File: src/common/cpu_settings.svh
`ifndef CPU_SETTINGS_SVH
`define CPU_SETTINGS_SVH

`define INSTR_W     16
`define REG_SEL_W   4

// opcode field, bits 7..3
`define OP_JMP      5'b10110
`define OP_CALL     5'b10111
`define OP_RET      5'b11000
`define OP_HLT      5'b11101
`define OP_RR_LO    5'b00001
`define OP_RR_HI    5'b01100

// sub-operation field, bits 2..0
`define SUB_NONE    3'b000
`define SUB_IN      3'b010
`define SUB_OUT     3'b100
`define IMM_OP_MAX  3'b111      // aluOp 111 is not an R-I op

`define ALU_PASS_B  4'b0000
`define ALU_PASS_A  4'b1101

`define IMEM_PC_PLUS_ONE 3'b000
`define IMEM_PC_OUT      3'b001
`define IMEM_FETCHED     3'b011

`define DMEM_PC_MSB 2'b00
`define DMEM_PC_LSB 2'b01
`define DMEM_ALU    2'b10

`define SP_LOW_REG  4'b1110

`define RF_SRC_ALU   2'b00
`define SRCA_REG     1'b1
`define SRCA_STATUS  1'b0       // zero-extended status register
`define SRCB_REG     2'b00
`define SRCB_IMM     2'b10
`define DADDR_PAIR   1'b0       // {regFileOutC, regFileOutB}
`define DADDR_DIRECT 1'b1       // 8-bit address from the word

`endif

File: src/common/ctrlPkg.sv
`default_nettype none

package ctrlPkg;

    `include "cpu_settings.svh"

    // R-I format: ALU op with an 8-bit immediate
    typedef struct packed {
        logic [`REG_SEL_W-1:0] dstReg;
        logic [7:0]            imm;
        logic [2:0]            aluOp;
        logic                  immFlag;     // bit 0
    } immView_t;

    // every other format
    typedef struct packed {
        logic [2:0]            cond;        // shares bits 15..13 with dstReg
        logic                  dstLow;
        logic [`REG_SEL_W-1:0] srcReg;
        logic [4:0]            opcode;
        logic [2:0]            subOp;
    } regView_t;

    // the same instruction word read two ways
    typedef union packed {
        immView_t immView;
        regView_t regView;
    } instrWord_u;

    // nine classes need a 4-bit code
    typedef enum logic [3:0] {
        nop,
        aluImm,
        aluReg,
        in,
        out,
        jmp,
        call,
        ret,
        hlt
    } instrClass_e;

    typedef struct packed {
        instrClass_e           instrClass;
        logic [3:0]            aluMode;
        logic [`REG_SEL_W-1:0] regBSelect;
        logic [2:0]            cond;
    } decodedInstr_t;

    typedef struct packed {
        logic carry;
        logic zero;
        logic negative;
    } flags_t;

    typedef struct packed {
        logic [1:0]            regFileSrc;
        logic [`REG_SEL_W-1:0] regFileOutBSelect;
        logic                  regFileWriteEnable;
        logic                  regFileIncPair;      // stack pointer up
        logic                  regFileDecPair;      // stack pointer down
        logic                  aluSrcASelect;
        logic [1:0]            aluSrcBSelect;
        logic [3:0]            aluMode;
        logic [1:0]            dMemDataSelect;
        logic                  dMemAddressSelect;
        logic                  dMemWriteEn;
        logic                  dMemReadEn;
        logic                  flagEnable;
        logic [2:0]            iMemAddrSelect;
        logic                  iMemReadEnable;
        logic                  pcWriteEn;
    } ctrlWord_t;

endpackage

`default_nettype wire

File: src/decode/instrDecoder.sv
`timescale 1ns/1ns
`default_nettype none

`include "cpu_settings.svh"

module instrDecoder (
    input  wire ctrlPkg::instrWord_u instr,
    output ctrlPkg::decodedInstr_t   decoded
);

    import ctrlPkg::*;

    immView_t    immView;
    regView_t    regView;
    instrClass_e instrClass;
    logic        isImm;
    logic        isPlain;      // no sub-operation bits set
    logic        inRrRange;

    assign immView = instr.immView;
    assign regView = instr.regView;

    assign isImm     = immView.immFlag && (immView.aluOp < `IMM_OP_MAX);
    assign isPlain   = (regView.subOp == `SUB_NONE);
    assign inRrRange = (regView.opcode >= `OP_RR_LO) && (regView.opcode <= `OP_RR_HI);

    // classification, R-I wins over everything else
    always_comb begin
        if (isImm) begin
            instrClass = aluImm;
        end else if (regView.subOp == `SUB_IN) begin
            instrClass = in;
        end else if (regView.subOp == `SUB_OUT) begin
            instrClass = out;
        end else if (isPlain && inRrRange) begin
            instrClass = aluReg;
        end else if (isPlain) begin
            case (regView.opcode)
                `OP_JMP:  instrClass = jmp;
                `OP_CALL: instrClass = call;
                `OP_RET:  instrClass = ret;
                `OP_HLT:  instrClass = hlt;
                default:  instrClass = nop;     // unused codes
            endcase
        end else begin
            instrClass = nop;
        end
    end

    assign decoded.instrClass = instrClass;

    // ALU mode per class
    always_comb begin
        case (instrClass)
            aluImm:  decoded.aluMode = {1'b0, immView.aluOp};
            aluReg:  decoded.aluMode = regView.opcode[3:0];    // bits 6..3
            jmp:     decoded.aluMode = `ALU_PASS_A;
            default: decoded.aluMode = `ALU_PASS_B;             // in, out and the rest
        endcase
    end

    // register file port B
    always_comb begin
        case (instrClass)
            aluReg:    decoded.regBSelect = regView.srcReg;
            call, ret: decoded.regBSelect = `SP_LOW_REG;
            default:   decoded.regBSelect = immView.dstReg;
        endcase
    end

    // tested later against the stored flags
    assign decoded.cond = regView.cond;

endmodule

`default_nettype wire

File: src/logic/statusFlags.sv
`timescale 1ns/1ns
`default_nettype none

module statusFlags (
    input  wire                  clk,
    input  wire                  rstN,
    input  wire ctrlPkg::flags_t aluFlags,
    input  wire                  flagEnable,
    input  wire [2:0]            cond,
    output logic                 condition
);

    import ctrlPkg::*;

    flags_t storedFlags;

    always_ff @(posedge clk) begin
        if (!rstN) begin
            storedFlags <= '0;
        end else if (flagEnable) begin
            storedFlags <= aluFlags;    // visible to the next instruction
        end
    end

    always_comb begin
        case (cond)
            3'b000:  condition = 1'b1;                  // always
            3'b001:  condition = storedFlags.carry;
            3'b010:  condition = ~storedFlags.carry;
            3'b011:  condition = storedFlags.zero;
            3'b100:  condition = ~storedFlags.zero;
            3'b101:  condition = storedFlags.negative;
            3'b111:  condition = ~storedFlags.negative;
            default: condition = 1'b0;                  // 110, never
        endcase
    end

endmodule

`default_nettype wire

File: src/sequence/controlSequencer.sv
`timescale 1ns/1ns
`default_nettype none

`include "cpu_settings.svh"

module controlSequencer (
    input  wire                         clk,
    input  wire                         rstN,
    input  wire ctrlPkg::decodedInstr_t decoded,
    input  wire                         condition,
    output ctrlPkg::ctrlWord_t          ctrl
);

    import ctrlPkg::*;

    typedef enum logic {
        phaseFirst,
        phaseSecond
    } phase_e;

    phase_e phase;
    phase_e nextPhase;

    always_ff @(posedge clk) begin
        if (!rstN) begin
            phase <= phaseFirst;
        end else begin
            phase <= nextPhase;
        end
    end

    always_comb begin
        // NOP word, every class starts from here
        ctrl.regFileSrc         = `RF_SRC_ALU;
        ctrl.regFileOutBSelect  = decoded.regBSelect;
        ctrl.regFileWriteEnable = 1'b0;
        ctrl.regFileIncPair     = 1'b0;
        ctrl.regFileDecPair     = 1'b0;
        ctrl.aluSrcASelect      = `SRCA_REG;
        ctrl.aluSrcBSelect      = `SRCB_REG;
        ctrl.aluMode            = decoded.aluMode;
        ctrl.dMemDataSelect     = `DMEM_ALU;
        ctrl.dMemAddressSelect  = `DADDR_PAIR;
        ctrl.dMemWriteEn        = 1'b0;
        ctrl.dMemReadEn         = 1'b0;
        ctrl.flagEnable         = 1'b0;
        ctrl.iMemAddrSelect     = `IMEM_PC_OUT;
        ctrl.iMemReadEnable     = 1'b1;
        ctrl.pcWriteEn          = 1'b1;
        nextPhase               = phaseFirst;

        case (decoded.instrClass)
            aluImm, aluReg: begin
                ctrl.regFileWriteEnable = 1'b1;
                ctrl.flagEnable         = 1'b1;
                if (decoded.instrClass == aluImm) begin
                    ctrl.aluSrcBSelect = `SRCB_IMM;
                end
            end
            in: begin
                ctrl.dMemAddressSelect = `DADDR_DIRECT;
                ctrl.dMemReadEn        = 1'b1;
                if (phase == phaseFirst) begin
                    ctrl.iMemReadEnable = 1'b0;     // wait for the memory read
                    ctrl.pcWriteEn      = 1'b0;
                    nextPhase           = phaseSecond;
                end else begin
                    ctrl.regFileWriteEnable = 1'b1;
                end
            end
            out: begin
                ctrl.dMemAddressSelect = `DADDR_DIRECT;
                ctrl.dMemWriteEn       = 1'b1;
            end
            jmp: begin
                ctrl.aluSrcASelect = `SRCA_STATUS;
                if (phase == phaseSecond) begin
                    ctrl.iMemAddrSelect = `IMEM_FETCHED;
                end else if (condition) begin
                    nextPhase = phaseSecond;        // target word is next
                end else begin
                    ctrl.iMemAddrSelect = `IMEM_PC_PLUS_ONE;    // skip the target word
                end
            end
            call: begin
                if (phase == phaseSecond) begin
                    ctrl.dMemDataSelect = `DMEM_PC_MSB;
                    ctrl.dMemWriteEn    = 1'b1;
                    ctrl.regFileDecPair = 1'b1;
                    ctrl.iMemAddrSelect = `IMEM_FETCHED;
                end else begin
                    ctrl.dMemDataSelect = `DMEM_PC_LSB;
                    if (condition) begin
                        ctrl.dMemWriteEn    = 1'b1;     // push low byte first
                        ctrl.regFileDecPair = 1'b1;
                        ctrl.pcWriteEn      = 1'b0;
                        nextPhase           = phaseSecond;
                    end else begin
                        ctrl.iMemAddrSelect = `IMEM_PC_PLUS_ONE;
                    end
                end
            end
            ret: begin
                ctrl.dMemReadEn = 1'b1;             // pop from the stack
                if (phase == phaseSecond) begin
                    ctrl.regFileIncPair = 1'b1;
                    ctrl.iMemAddrSelect = `IMEM_FETCHED;
                end else if (condition) begin
                    ctrl.regFileIncPair = 1'b1;
                    ctrl.iMemAddrSelect = `IMEM_FETCHED;
                    ctrl.iMemReadEnable = 1'b0;
                    ctrl.pcWriteEn      = 1'b0;
                    nextPhase           = phaseSecond;
                end
            end
            hlt: begin
                ctrl.iMemReadEnable = 1'b0;
                ctrl.pcWriteEn      = 1'b0;     // PC frozen while the word stays
            end
            default: begin
                nextPhase = phaseFirst;         // nop keeps the default word
            end
        endcase
    end

endmodule

`default_nettype wire

File: src/logic/controlUnit.sv
`timescale 1ns/1ns
`default_nettype none

module controlUnit (
    input  wire                      clk,
    input  wire                      rstN,
    input  wire ctrlPkg::instrWord_u instr,
    input  wire ctrlPkg::flags_t     aluFlags,
    output ctrlPkg::ctrlWord_t       ctrl
);

    import ctrlPkg::*;

    decodedInstr_t decoded;
    logic          condition;

    instrDecoder decoder_i (
        .instr   (instr),
        .decoded (decoded)
    );

    // flags load on the flagEnable of the current control word
    statusFlags flags_i (
        .clk        (clk),
        .rstN       (rstN),
        .aluFlags   (aluFlags),
        .flagEnable (ctrl.flagEnable),
        .cond       (decoded.cond),
        .condition  (condition)
    );

    controlSequencer sequencer_i (
        .clk       (clk),
        .rstN      (rstN),
        .decoded   (decoded),
        .condition (condition),
        .ctrl      (ctrl)
    );

endmodule

`default_nettype wire

File: config.mk
export PLATFORM = sky130hd
export DESIGN_NAME = controlUnit
export DESIGN_NICKNAME = d
export VERILOG_FILES = /design/src/common/ctrlPkg.sv /design/src/decode/instrDecoder.sv /design/src/logic/statusFlags.sv /design/src/sequence/controlSequencer.sv /design/src/logic/controlUnit.sv
export VERILOG_INCLUDE_DIRS = /design/src /design/src/common
export SDC_FILE = /design/constraint.sdc
export NUM_CORES = 1
export LEC_CHECK = 0
export BUFFER_PORTS_ARGS = -buffer_cell sky130_fd_sc_hd__buf_2
export CAP_MARGIN = 15
export CORE_MARGIN = 2
export CORE_UTILIZATION = 39
export CTS_BUF_LIST = sky130_fd_sc_hd__clkbuf_16
export DETAILED_ROUTE_END_ITERATION = 8
export PLACE_DENSITY = 0.76
export REMOVE_ABC_BUFFERS = 1
export SLEW_MARGIN = 5
export SYNTH_ARGS = -nofsm -noshare
export SYNTH_HDL_FRONTEND = slang
export SYNTH_SLANG_ARGS = --single-unit
File: constraint.sdc
create_clock -name clk -period 1.3 [get_ports clk]
set_input_delay 0.13 -clock clk [delete_from_list [all_inputs] [get_ports clk]]
set_output_delay 0.13 -clock clk [all_outputs]
set_load 0.03 [all_outputs]
==> reports/results.ini <==
[power_and_ir_drop]
total_power_w = 0.00124
peakVddDrop_mv = 1.04
power.density_nw_per_um2 = 706
p_leak_nw = 0.822

[run_status]
violations = setup timing
status = finished with violations

[cts]
worstSkewPairLatency_ns = 0.23
cts-root-buf = clkbuf_16
clkSinkCount = 4
htreeDepth = 1
cts_buffer_depth = 2
cts_tree = done
clk_pin_slew_ns = 0.03
cts_made_buffers = 3

[synthesis]
ys_seq_area_frac = 0.0988
syn_area_um2 = 811
ys_types = 49
synth_seq_cells = 4
synth_top_area_frac = 0.0988
netlist_instances = 118
synth.avg_cell_area_um2 = 6.87
yosys-top-cells-count = nand2_1 (15), nor2_1 (15), buf_2 (6)
synth_ff_type = dfxtp_1
async_reset_ff_frac = 0
synth_simple_gate_area_frac = 0.412
synth_top_cell_by_area = dfxtp_1
synth_top_family_by_area = simple AND/OR/NAND/NOR gates
ys_warn_count = 0
synth_compound_area_frac = 0.324
synth_fa_ha_area_frac = 0
muxShareOfSynthArea = 0.0370
synth.area.top_cells = dfxtp_1 (9.9%), nand2_1 (6.9%), nor2_1 (6.9%)
synth-edff-count = 0
synth_xor_area_frac = 0.0216

[final_layout]
n_antenna_cell = 0
area_growth_syn_to_layout_pct = 117
drive_gt1_frac = 0.643
fin_util = 0.898
final_nets = 219
instances_no_fill = 223

[drt]
dr.pass1.iters = 5
viasPerCell = 6.35
drt_iter0_drc = 92
wl_per_cell_um = 21.7
drtAntennaViolNets = 0
drc = 0
vias = 1417
drt_wl_total_um = 4850

[worst_setup_path]
crit_cells = 6
slowest_delay_ns = 0.35
critPathKind = flip-flop to output port
rrSetupSlack_ns = -0.07
worst-path-buf-inv = 1
crit_path_top_delay_cell = dfxtp_4
rr_worst_depth = 5
critPathTopFamily = compound AO/OA/AOI/OAI gates
cp_max_fo = 4
worstPathCellList = a21boi_2 -> a221oi_2 -> a311oi_2 -> a221oi_1 -> a21oi_1 -> buf_4
worstPathRequired_ns = 1.17
cp-end-kind = output port
worst_setup_path_start_kind = flip-flop
arrival_ns = 1.69

[place]
place_inst = 212
gp_congestion = 0.949
pre_cts_ws_ns = -0.464
dp_hpwl_um = 2080
port_buffers = 43

[global_route]
antenna_found_initial = 0
track_usage = 0.309
grt_overflow = 0
grt_pass1_wl_um = 5840
grt_start_max_net_pins = 9
grt_pass1_vias = 1292

[timing]
hold_viol_final = 0
skew_ns = 0.00422
max_freq_mhz = 550
setup_ws_ns = -0.517
slew_violations = 0
setup_viol = 25
rsz0062_at_grt = true
min_period_ns = 1.82
min_period_over_period = 1.40
hold_slack_ns = 0.142

[floorplan]
die_w_um = 49.6
die_y_um = 49.6
die_area_um2 = 2460
row_count = 16
core_um2 = 1960
start_util = 0.413
ios = 48

[job]
maxCapViolCount = 0

[hold_path]
hp-class = input pin to flip-flop
whs_path_depth = 3

-- metal layers --
layer  vias to the layer above  part of all wire  track usage
li1                        583                 -            -
met1                       640              0.34        0.319
met2                       136              0.48        0.582
met3                        58             0.084       0.0455
met4                         0             0.094        0.176
met5                         -                 0            0
-- placed cells by master (no fill, tap or decap), types with 2 or more instances in the layout --
cell,instances
a21boi_2,3
a21oi_1,5
and3_1,3
buf_12,3
buf_2,14
buf_4,41
buf_6,23
clkbuf_16,3
conb_1,4
dfxtp_1,2
inv_1,4
mux2i_1,3
nand2_1,10
nand2_2,4
nand2b_1,2
nor2_1,10
nor2_2,4
nor2_4,2
nor2b_2,2
nor3_1,3
nor4b_4,2
o211ai_1,3
o211ai_2,2
o21ai_1,5
-- worst register-to-register path: stages (launching register included) --
cell      delay [ns]
dfxtp_4         0.35
a21boi_2        0.05
a221oi_2        0.32
a311o_1         0.25
a21oi_1         0.10
nor4_2          0.20
-- path summary, 6_finish.rpt --
kind                          start                endpoint
min                     aluFlags[2]  flags_i.storedFlags[2]
max reg2reg  flags_i.storedFlags[1]       sequencer_i.phase
max          flags_i.storedFlags[1]                 ctrl[0]
min reg2reg  flags_i.storedFlags[2]  flags_i.storedFlags[2]
-- kinds of logic (layout without fill, tap and decap cells) --
logic type             Yosys count  in the layout
AO/OA/AOI/OAI                   34             34
XOR/XNOR                         2              2
buffers and inverters           15             90
flip-flops                       4              4
multiplexers                     3              3
other                            1              4
AND/OR/NAND/NOR                 59             59
-- what timing repair did --
action | in CTS | in global routing
hold endpoints to repair | 0 | 0
setup endpoints to repair | 24 | 25
setup buffers | 6 | 4
pin swaps | 29 | 11
hold buffers | 0 | 0
resized for setup | 86 | 20
gates cloned | 1 | 0
-- power by group --
group	total (W)	switching [W]	internal, W
registers	0.000140	0.00000944	0.000131
logic	0.000608	0.000327	0.000281
clock network	0.000495	0.000101	0.000394
-- state kept, by name, summed over array words and instances (netlist names) --
| register | cells |
|---|---|
| flags_i.storedFlags | 3 |
| sequencer_i.phase | 1 |
-- stage by stage --
step	instance area [um^2]	TNS, ns
after detailed placement	1240	-7.83
after global routing	1760	-9.20
after global placement	1240	-7.40
after floorplan	754	-10.95
final	1760	-7.56
after CTS	1680	-6.04
-- layout make-up --
type	instances	area [um^2]
Fill cell	89	200
Tap cell	27	33.8
Clock buffer	3	75.1
Timing Repair Buffer	83	719
Inverter	4	15.0
Sequential cell	4	85.1
Multi-Input combinational cell	102	833
No activity file was read; power rests on OpenSTA's default activity.
